--- src/bus_pkg.sv ---
package bus_pkg;

    // host bus geometry
    parameter int addr_w = 16;
    parameter int data_w = 32;

    // byte address map
    // ram sits at the bottom, single-word registers up high
    parameter logic [addr_w-1:0] ram_limit    = 16'h0400;
    parameter logic [addr_w-1:0] timer_addr   = 16'h8000;
    parameter logic [addr_w-1:0] buttons_addr = 16'h8004;
    parameter logic [addr_w-1:0] leds_addr    = 16'h8008;

    // transaction kind
    typedef enum logic {
        op_read  = 1'b0,
        op_write = 1'b1
    } bus_op_e;

    // decoded target of one access
    typedef enum logic [2:0] {
        region_ram     = 3'd0,
        region_timer   = 3'd1,
        region_buttons = 3'd2,
        region_leds    = 3'd3,
        region_none    = 3'd4
    } region_e;

endpackage

--- src/periph_pkg.sv ---
package periph_pkg;

    // free-running timer register
    parameter int timer_w = 32;

    // button inputs, one bit each
    parameter int btn_w = 4;

    // led output register
    parameter int led_w = 8;

    // host port handshake phases
    typedef enum logic [1:0] {
        st_idle = 2'd0,
        st_busy = 2'd1,
        st_ack  = 2'd2
    } port_state_e;

endpackage

--- src/io_regs.sv ---
`timescale 1ns/100ps

module io_regs #(
    parameter int timer_div = 4
) (
    input  logic                              clk,
    input  logic                              rst_n,
    input  bus_pkg::region_e                  sel,
    input  logic                              wen,
    input  logic [bus_pkg::data_w-1:0]        wdata,
    output logic [bus_pkg::data_w-1:0]        rdata,
    input  logic [periph_pkg::btn_w-1:0]      buttons,
    output logic [periph_pkg::led_w-1:0]      leds
);

    // at least one prescaler bit, even for a ratio of 1
    localparam int presc_w = (timer_div > 1) ? $clog2(timer_div) : 1;

    logic [presc_w-1:0]              presc;
    logic [periph_pkg::timer_w-1:0]  timer;
    logic [periph_pkg::btn_w-1:0]    btn_meta;
    logic [periph_pkg::btn_w-1:0]    btn_sync;

    // prescaler wraps at timer_div, timer steps on the wrap
    always_ff @(posedge clk or negedge rst_n) begin
        if (!rst_n) begin
            presc <= '0;
            timer <= '0;
        end else if (presc == presc_w'(timer_div - 1)) begin
            presc <= '0;
            timer <= timer + 1'b1;
        end else begin
            presc <= presc + 1'b1;
        end
    end

    // two flops against metastability
    always_ff @(posedge clk or negedge rst_n) begin
        if (!rst_n) begin
            btn_meta <= '0;
            btn_sync <= '0;
        end else begin
            btn_meta <= buttons;
            btn_sync <= btn_meta;
        end
    end

    // led register, low byte of the write
    always_ff @(posedge clk or negedge rst_n) begin
        if (!rst_n) begin
            leds <= '0;
        end else if (wen && sel == bus_pkg::region_leds) begin
            leds <= wdata[periph_pkg::led_w-1:0];
        end
    end

    // read mux
    always_comb begin
        case (sel)
            bus_pkg::region_timer:   rdata = bus_pkg::data_w'(timer);
            bus_pkg::region_buttons: rdata = bus_pkg::data_w'(btn_sync);
            bus_pkg::region_leds:    rdata = bus_pkg::data_w'(leds);
            default:                 rdata = '0;
        endcase
    end

endmodule

--- config.mk ---
export PLATFORM = sky130hd
export DESIGN_NAME = io_regs
export DESIGN_NICKNAME = d
export VERILOG_FILES = /design/src/bus_pkg.sv /design/src/periph_pkg.sv /design/src/io_regs.sv
export SDC_FILE = /design/constraint.sdc
export NUM_CORES = 1
export LEC_CHECK = 0
export ABC_AREA = 1
export BUFFER_PORTS_ARGS = -buffer_cell sky130_fd_sc_hd__buf_2
export CAP_MARGIN = 40
export CORE_MARGIN = 2
export CORE_UTILIZATION = 35
export DETAILED_ROUTE_END_ITERATION = 10
export GPL_ROUTABILITY_DRIVEN = 0
export MAX_ROUTING_LAYER = met4
export PLACE_DENSITY = 0.67
export SLEW_MARGIN = 20
export SYNTH_ARGS = -nofsm -noshare
export SYNTH_HDL_FRONTEND = slang
export SYNTH_SLANG_ARGS = --single-unit
--- constraint.sdc ---
create_clock -name clk -period 2.16 [get_ports clk]
set_clock_uncertainty 0.2 [all_clocks]
set_input_delay 0.324 -clock clk [delete_from_list [all_inputs] [get_ports clk]]
set_output_delay 0.324 -clock clk [all_outputs]
set_load 0.02 [all_outputs]
==> key figures, run 1 <==
Yosys
  – Ranking of synthesized cells by area: dfrtp_1 45%, nand2_1 12%, xor2_1 7.0%
  – Ys Warns: 0
  – Cells after synthesis: 351
  – Synthesized area per cell: 7.84 um2
  – Post-synth top area cell: dfrtp_1
  – FF+latch count, synth: 50
  – Syn Nets: 395
  – Synth Flop Type: dfrtp_1
  – Cell Area, Synth: 0.00275 mm2
  – Register area share after synthesis: 45.5%
  – Library cells used by synthesis: 24
  – Post-synth top area share: 45.5%
  – EDFF count, synth: 0
  – Asr flop ratio synth: 100%

Clock tree
  – Root Buffer: clkbuf_8
  – Setup Buffers After CTS: 0
  – Max H-tree Level: 2
  – CTS buffer count: 5
  – Clk_lat worst skew: 0.31 ns
  – Clock sink count: 50
  – Clock buffer depth: 2
  – CTS tree: built
  – CTS clk-pin slew, worst paths: 0.10 ns

Timing
  – Final WS setup: 0.311 ns
  – Max Clock Freq: 0.541 GHz
  – Setup TNS: 0 ns
  – Final Hold Viols: 0
  – RSZ-0062 raised after global routing: false
  – Fin. max-slew vios: 0
  – Setup violators final: 0
  – Slew HR: 71.4%
  – Fin crit share: 85.6%
  – Measured slew at the worst slew-check pin: 0.425 ns
  – Final Critical Period: 1.85 ns

Power and ir drop
  – Power per Cell Area: 555 mW/mm2
  – Leak: 1.63 nW
  – VDD IR-drop max: 243 uV
  – Power, Total: 1.86 mW

Place
  – Detailed placement HPWL: 4.80 mm
  – Place WS: 0.344 ns
  – Port Buffers: 57
  – Dpl cell area: 0.00318 mm2

Layout
  – Synth-to-layout area growth: 21.5%
  – Fin util: 43.5%
  – Final net count: 463
  – Fillers: 776
  – Ant. Diodes: 0
  – Share of cells above drive strength 1: 24.0%
  – Finished Cell Area: 0.00334 mm2

Hold path
  – Hold Crit Class: input port to flip-flop

Global route
  – Initial antenna violation count: 0
  – Vias in the first global route: 2280
  – Global route total overflow: 0
  – Largest net degree at the start of global routing: 32
  – First-pass GRT wire length: 10.4 mm
  – Global-route usage over all layers: 15.4%

Routing
  – DR WL/cell: 11.7 um
  – Antenna viol nets, final: 0
  – Detailed Routing Iterations Pass 1: 5
  – Via density per instance: 4.60
  – # DRC: 0
  – Vias: 2402
  – Routed wire length: 6.11 mm
  – Drt first-iter violations: 123

Floorplan
  – Core area: 0.00769 mm2
  – Initial core utilization: 35.8%
  – DIE AREA: 0.00858 mm2
  – Die height: 92.6 um
  – # IOs: 82
  – Std-Cell Rows: 32
  – Die Width: 92.6 um

Critical path
  – Peak fanout along the critical path: 8
  – Setup CP Type: flip-flop to flip-flop
  – Arr. time, crit path: 1.85 ns
  – FF-to-FF setup slack: 0.31 ns
  – Worst EP required: 2.16 ns
  – Setup crit start kind: flip-flop
  – Crit path capture type: flip-flop

Run
  – Max-cap violations: 0

Outcome
  – Status: finished clean
-- state kept, by name, summed over array words and instances, names as in the netlist --
| signal | count |
|---|---|
| btn_meta | 4 |
| btn_sync | 4 |
| leds | 8 |
| presc | 2 |
| timer | 32 |
-- cell usage in the layout, fill, tap and decap left out, types with 7 or more instances in the layout --
cell type,count
nor2_4,8
buf_2,57
nor2_2,7
nand3_1,28
dfrtp_1,50
nand2_1,87
nor2_1,51
xor2_1,22
nand2_2,12
inv_1,48
nand4_1,13
-- what timing repair did --
item / in CTS / in global routing
hold buffers: 5 / 0
hold endpoints to repair: 21 / 0
gates resized for setup: 0 / 0
-- layout make-up --
class / instances / area [um2] / share of cell area, %
multi-input cells: 245 / 1290 / 38.5
flip-flops and latches: 50 / 1250 / 37.4
repair buffers: 67 / 373 / 11.2
inverters: 50 / 188 / 5.62
well taps: 102 / 128 / 3.82
clock buffers: 5 / 68.8 / 2.06
clock inverters: 3 / 47.5 / 1.42
-- through the flow --
| step | std cells | hold WS (ns) |
|---|---|---|
| floorplan | 351 | -0.172 |
| global placement | 509 | 0.0710 |
| detailed placement | 509 | 0.0721 |
| CTS | 522 | 0.0354 |
| global route | 522 | 0.0372 |
| finish | 522 | 0.0414 |
-- Yosys cell counts (3+ instances only) --
library cell	instances
o211ai_1	3
nor2_4	8
clkbuf_1	3
nand3_1	28
nor2_1	51
inv_1	48
nand2_2	12
xor2_1	22
dfrtp_1	50
o21ai_0	5
nand4_1	13
nand2_1	87
nor2_2	7
-- metal layers --
| metal | track usage [%] | vias to the layer above | part of all wire [%] |
|---|---|---|---|
| li1 | - | 1211 | - |
| met1 | 20.0 | 1141 | 47 |
| met2 | 24.7 | 41 | 49 |
| met3 | 2.69 | 9 | 3.3 |
| met4 | 5.15 | 0 | 1.2 |
| met5 | - | - | 0 |
-- path summary, 6_finish.rpt --
kind	start	to	cells after the start
max in group asynchronous	rst_n	timer[31]$_DFFE_PN0P_	3
min in group asynchronous	rst_n	leds[0]$_DFFE_PN0P_	2
worst min register to register	btn_meta[3]$_DFF_PN0_	btn_sync[3]$_DFF_PN0_	0
worst max-delay path	presc[0]$_DFF_PN0_	timer[22]$_DFFE_PN0P_	7
worst min-delay path	wdata[3]	leds[3]$_DFFE_PN0P_	3
worst max register to register	presc[0]$_DFF_PN0_	timer[22]$_DFFE_PN0P_	7
-- power breakdown --
group	internal (mW)	switching [mW]	total, mW
registers	0.971	0.0232	0.994
logic	0.0614	0.117	0.178
clock network	0.351	0.332	0.683
-- critical path, stage by stage (launching register included) --
cell and delay [ns]:
dfrtp_1 0.36, ha_1 0.33, inv_2 0.16, nor2_1 0.13
nand2_1 0.09, nor2_1 0.22, nand2_1 0.10, xor2_1 0.14
-- cells by family after synthesis --
family	count (synthesis)	share of synthesized area (%)
AOI/OAI and AO/OA	8	1.73
and+or+nand+nor	213	37.1
DFF	50	45.5
adders and majority gates	2	0.910
xor gates and xnor gates	22	7.01
buffers and inverters	56	7.73
No activity file was read; power rests on OpenSTA's default activity.
==> inputs of run 2 (changes only) <==
--- a/config.mk
+++ b/config.mk
@@ -9,11 +9,11 @@
 export BUFFER_PORTS_ARGS = -buffer_cell sky130_fd_sc_hd__buf_2
 export CAP_MARGIN = 40
 export CORE_MARGIN = 2
-export CORE_UTILIZATION = 35
+export CORE_UTILIZATION = 47
 export DETAILED_ROUTE_END_ITERATION = 10
 export GPL_ROUTABILITY_DRIVEN = 0
 export MAX_ROUTING_LAYER = met4
-export PLACE_DENSITY = 0.67
+export PLACE_DENSITY = 0.86
 export SLEW_MARGIN = 20
 export SYNTH_ARGS = -nofsm -noshare
 export SYNTH_HDL_FRONTEND = slang
==> constraint.sdc (replaced) <==
create_clock -name clk -period 1.5 [get_ports clk]
set_clock_uncertainty 0.2 [all_clocks]
set_input_delay 0.225 -clock clk [delete_from_list [all_inputs] [get_ports clk]]
set_output_delay 0.225 -clock clk [all_outputs]
set_load 0.02 [all_outputs]
==> key figures, run 2 (synthesis results as in run 1) <==
Routing
  – Routed wire length: 10.4 mm
  – Antenna viol nets, final: 0
  – Vias: 3242
  – # DRC: 0
  – Via density per instance: 5.89
  – DR WL/cell: 19.0 um
  – Detailed Routing Iterations Pass 1: 6
  – Drt first-iter violations: 528

Critical path
  – Arr. time, crit path: 1.80 ns
  – Crit-path max cell delay: 0.40 ns
  – Crit path capture type: flip-flop
  – Reg-to-reg critical path endpoint: timer[22]$_DFFE_PN0P_
  – Peak fanout along the critical path: 5
  – Crit path max-delay family: simple AND/OR/NAND/NOR gates
  – Critical-path cell list: ha_4 -> inv_2 -> nor2_1 -> nand2_1 -> nor2_2 -> nand2_1 -> xor2_1
  – Critical path's slowest cell: dfrtp_1
  – Reg2reg path depth: 7
  – Setup crit start kind: flip-flop
  – FF-to-FF setup slack: -0.27 ns
  – WP buf/inv: 1
  – Worst r2r src: presc[1]$_DFF_PN0_
  – Setup CP Type: flip-flop to flip-flop
  – Worst EP required: 1.53 ns
  – Most used cell, CP: nand2_1

Layout
  – Share of cells above drive strength 1: 45.8%
  – Reg with most FFs: timer
  – Synth-to-layout area growth: 52.0%
  – Ant. Diodes: 0
  – Commonest cells after routing, fill and taps aside: 79 x nand2_1, 54 x buf_4, 44 x dfrtp_1
  – Fillers: 333
  – Commonest non-fill, non-tap cell in the layout: nand2_1
  – Fin cells: 550
  – Final net count: 521
  – Regs by FF count: timer x32, leds x8
  – Max reg flops: 32

Clock tree
  – Max H-tree Level: 2
  – Clock sink count: 50
  – Root Buffer: clkbuf_8
  – CTS tree: built
  – CTS buffer count: 5
  – CTS clk-pin slew, worst paths: 0.09 ns
  – Clock buffer depth: 2
  – Clk_lat worst skew: 0.32 ns

Place
  – Placed Cells: 498
  – Place WS: -0.128 ns
  – Detailed placement HPWL: 5.01 mm
  – Port Buffers: 57

Outcome
  – Violations in the final reports: negative setup slack
  – Status: finished, violations left

Floorplan
  – DIE AREA: 0.00648 mm2
  – Die Width: 80.5 um
  – Die height: 80.5 um
  – # IOs: 82
  – Core area: 0.00557 mm2
  – Std-Cell Rows: 27
  – Initial core utilization: 49.3%

Timing
  – Slew HR: 74.4%
  – Fin crit share: 118%
  – Setup violators final: 42
  – Final WS setup: -0.272 ns
  – Final Hold Viols: 0
  – Measured slew at the worst slew-check pin: 0.384 ns
  – Fin. max-slew vios: 0
  – Final Critical Period: 1.77 ns
  – RSZ-0062 raised after global routing: true
  – Max Clock Freq: 0.564 GHz

Hold path
  – Hold Crit Class: input port to flip-flop
  – WHS Endpoint: leds[1]$_DFFE_PN0P_
  – Worst Hold Depth: 3
  – Hold_sp: wen

Power and ir drop
  – VDD IR-drop max: 696 uV
  – Power per Cell Area: 657 mW/mm2
  – Power, Total: 2.75 mW
  – Leak: 1.96 nW

Global route
  – First-pass GRT wire length: 13.9 mm
  – Largest net degree at the start of global routing: 37
  – Vias in the first global route: 2917
  – Global-route usage over all layers: 29.0%
  – Global route total overflow: 0
  – Initial antenna violation count: 0

Run
  – Max-cap violations: 0
## run 2: changes by cell type in the layout (fill, tap and decap cells not counted), moves of 11 or more
cell    change
inv_2      +20
buf_6      +28
buf_2      -29
nor2_1     -17
buf_4      +49
inv_1      -24
nor2_4     +11
## run 2: per-stage QoR
step | instance area, um2 | TNS, ns | util [%] | hold WS, ns
global route | 4180 | -6.13 | 75.0 | 0.0532
detailed placement | 3290 | -1.49 | 59.1 | -0.0435
global placement | 3290 | -0.354 | 59.1 | -0.0560
finish | 4180 | -4.29 | 75.0 | 0.0498
floorplan | 2750 | -0.0731 | - | -0.271
CTS | 3770 | -1.49 | 67.7 | 0.0415
## run 2: repair_timing
action | CTS | global route
cloned | 0 | 2
hold buffers | 13 | 0
resized for setup | 61 | 91
buffers inserted | 16 | 16
pin swaps | 19 | 33
endpoints found under the setup margin | 43 | 59
hold endpoints to repair | 62 | 0
## run 2: layout make-up
class | count | area [um2] | area share [%]
multi-input combinational | 245 | 1500 | 35.9
sequential | 50 | 1260 | 30.1
timing repair buffer | 124 | 1010 | 24.2
inverter | 50 | 201 | 4.82
tap | 72 | 90.1 | 2.16
clock buffer | 5 | 68.8 | 1.65
clock inverter | 3 | 45.0 | 1.08
timing repair inverter | 1 | 5.00 | 0.120
## run 2: report_power, final
group / internal [mW] / switching, mW
Combinational: 0.122 / 0.208
Clock: 0.496 / 0.481
Sequential: 1.40 / 0.0414
Total: 2.02 / 0.730
## run 2: worst max path at each step
stage,start,to,slack (ns),cells after the start
2_1_floorplan,sel[1],rdata[4],-0.02,4
3_3_place_gp,presc[0]$_DFF_PN0_,timer[23]$_DFFE_PN0P_,-0.05,8
3_5_place_dp,presc[0]$_DFF_PN0_,timer[22]$_DFFE_PN0P_,-0.13,7
4_1_cts,timer[1]$_DFFE_PN0P_,timer[22]$_DFFE_PN0P_,-0.13,7
5_1_grt,presc[1]$_DFF_PN0_,timer[22]$_DFFE_PN0P_,-0.32,7
6_report,presc[1]$_DFF_PN0_,timer[22]$_DFFE_PN0P_,-0.27,7
## run 2: worst register-to-register path: stages (launching register included)
cell	delay (ns)
dfrtp_1	0.40
ha_4	0.18
inv_2	0.08
nor2_1	0.19
nand2_1	0.13
nor2_2	0.21
nand2_1	0.11
xor2_1	0.19
## run 2: routing by layer
layer | vias to the layer above | GRT usage [%] | part of all wire, %
met4 | 0 | 14.7 | 6.7
met5 | - | - | 0
met2 | 316 | 47.0 | 47
met1 | 1495 | 34.1 | 36
li1 | 1329 | - | -
met3 | 102 | 6.07 | 11
==> inputs of run 3 (changes only) <==
--- a/config.mk
+++ b/config.mk
@@ -9,11 +9,10 @@
 export BUFFER_PORTS_ARGS = -buffer_cell sky130_fd_sc_hd__buf_2
 export CAP_MARGIN = 40
 export CORE_MARGIN = 2
-export CORE_UTILIZATION = 47
+export CORE_UTILIZATION = 45
 export DETAILED_ROUTE_END_ITERATION = 10
 export GPL_ROUTABILITY_DRIVEN = 0
-export MAX_ROUTING_LAYER = met4
-export PLACE_DENSITY = 0.86
+export PLACE_DENSITY = 0.83
 export SLEW_MARGIN = 20
 export SYNTH_ARGS = -nofsm -noshare
 export SYNTH_HDL_FRONTEND = slang
==> key figures, run 3 (synthesis results as in run 1) <==
Timing
  – Setup violators final: 42
  – Hold slack: 0.0508 ns
  – Fin crit share: 119%
  – Max Clock Freq: 0.558 GHz
  – Final Hold Viols: 0
  – Final Critical Period: 1.79 ns
  – RSZ-0062 raised after global routing: true
  – Measured slew at the worst slew-check pin: 0.385 ns
  – Setup TNS: -5.22 ns
  – Slew HR: 74.3%
  – Final WS setup: -0.292 ns
  – Fin. max-slew vios: 0

Global route
  – Global route total overflow: 0
  – Global-route usage over all layers: 25.5%
  – Largest net degree at the start of global routing: 51
  – First-pass GRT wire length: 13.0 mm
  – Vias in the first global route: 2767
  – Initial antenna violation count: 0

Floorplan
  – Initial core utilization: 46.4%
  – Die height: 82.2 um
  – Core area: 0.00592 mm2
  – # IOs: 82
  – Std-Cell Rows: 28
  – DIE AREA: 0.00675 mm2
  – Die Width: 82.2 um

Critical path
  – Worst r2r src: timer[3]$_DFFE_PN0P_
  – Crit path capture type: flip-flop
  – Setup crit start kind: flip-flop
  – Reg-to-reg critical path endpoint: timer[22]$_DFFE_PN0P_
  – Critical path's slowest cell: dfrtp_1
  – Worst Setup EP: timer[22]$_DFFE_PN0P_
  – FF-to-FF setup slack: -0.29 ns
  – Setup CP Type: flip-flop to flip-flop
  – Peak fanout along the critical path: 7
  – Most used cell, CP: nand2_4
  – Critical-path cell list: buf_6 -> buf_4 -> nand2_4 -> nor2_4 -> nand2_4 -> nor2_8 -> nand2_1 -> xor2_1
  – Crit-path max cell delay: 0.46 ns
  – Reg2reg path depth: 8
  – Worst EP required: 1.50 ns
  – Crit path from: timer[3]$_DFFE_PN0P_
  – Arr. time, crit path: 1.79 ns

Layout
  – Reg with most FFs: timer
  – Regs by FF count: timer x32, leds x8
  – Ant. Diodes: 0
  – Max reg flops: 32
  – Fin util: 74.7%
  – Fillers: 340
  – Final net count: 533
  – Share of cells above drive strength 1: 50.6%
  – Synth-to-layout area growth: 60.9%
  – Finished Cell Area: 0.00443 mm2
  – Commonest cells after routing, fill and taps aside: 74 x nand2_1, 59 x buf_4, 44 x dfrtp_1
  – Commonest non-fill, non-tap cell in the layout: nand2_1
  – Fin cells: 565

Place
  – Detailed placement HPWL: 4.91 mm
  – Dpl cell area: 0.00330 mm2
  – Placed Cells: 502
  – Place WS: -0.130 ns
  – Port Buffers: 57

Hold path
  – Hold_sp: wen
  – Hold Crit Class: input port to flip-flop

Clock tree
  – Max H-tree Level: 2
  – Clk_lat worst skew: 0.32 ns
  – CTS clk-pin slew, worst paths: 0.11 ns
  – CTS tree: built
  – Root Buffer: clkbuf_8
  – Clock sink count: 50
  – CTS buffer count: 5
  – Clock buffer depth: 2

Power and ir drop
  – Sw Pwr: 744 uW
  – Register share of total power: 48.5%
  – Pint: 2.23 mW
  – VDD IR-drop max: 624 uV
  – Switch share: 25.0%
  – Power, Total: 2.97 mW
  – Leak: 2.10 nW
  – Clock share of power: 40.7%
  – Comb pwr share: 10.8%
  – Power per Cell Area: 672 mW/mm2

Routing
  – Detailed Routing Iterations Pass 1: 5
  – Drt first-iter violations: 371
  – Routed wire length: 10.5 mm
  – # DRC: 0
  – Via density per instance: 5.62
  – Antenna viol nets, final: 0
  – Vias: 3177
  – DR WL/cell: 18.5 um

Outcome
  – Status: finished, violations left
  – Violations in the final reports: negative setup slack

Run
  – Max-cap violations: 0
## run 3: routing by layer
layer	GRT usage (%)	wire [um]	vias to the layer above
met1	31.6	3990	1499
li1	-	-	1356
met2	41.6	4960	255
met4	14.7	521	0
met3	5.11	984	67
met5	0	0	-
## run 3: critical path: cells and delay by family, from the launching register on
kind	cells	cell delay (ns)
AND/OR/NAND/NOR	5	0.58
buffers and inverters	2	0.26
flip-flops	1	0.46
XOR/XNOR	1	0.16
## run 3: final cells by class
cell class / count / area (um2) / share of cell area (%)
well taps: 75 / 93.8 / 2.12
repair inverters: 1 / 5.00 / 0.113
repair buffers: 136 / 1120 / 25.3
clock buffers: 6 / 82.6 / 1.87
clock inverters: 2 / 60.1 / 1.36
flip-flops and latches: 50 / 1260 / 28.4
multi-input cells: 245 / 1590 / 35.8
inverters: 50 / 219 / 4.95
## run 3: power groups by stage
stage	Clock, mW	Sequential (mW)	Combinational, mW
global placement	0	1.46	0.249
detailed placement	0	1.46	0.258
CTS	1.18	1.43	0.294
floorplan	0	1.51	0.0768
finish	1.21	1.44	0.321
global route	1.25	1.45	0.344
## run 3: repair_timing
action,in CTS,in global routing
hold buffers,13,0
gates cloned,0,1
gates resized for setup,57,130
endpoints found under the hold margin,62,0
setup endpoints to repair,45,57
buffers inserted,20,23
pin swaps,18,44
## run 3: worst min path at each step
stage	endpoint	cells past startpoint	slack (ns)
floorplan	btn_meta[0]$_DFF_PN0_	0	-0.27
global placement	leds[1]$_DFFE_PN0P_	2	0.03
detailed placement	leds[0]$_DFFE_PN0P_	2	0.03
CTS	leds[7]$_DFFE_PN0P_	3	0.03
global route	leds[7]$_DFFE_PN0P_	3	0.06
finish	leds[7]$_DFFE_PN0P_	3	0.05
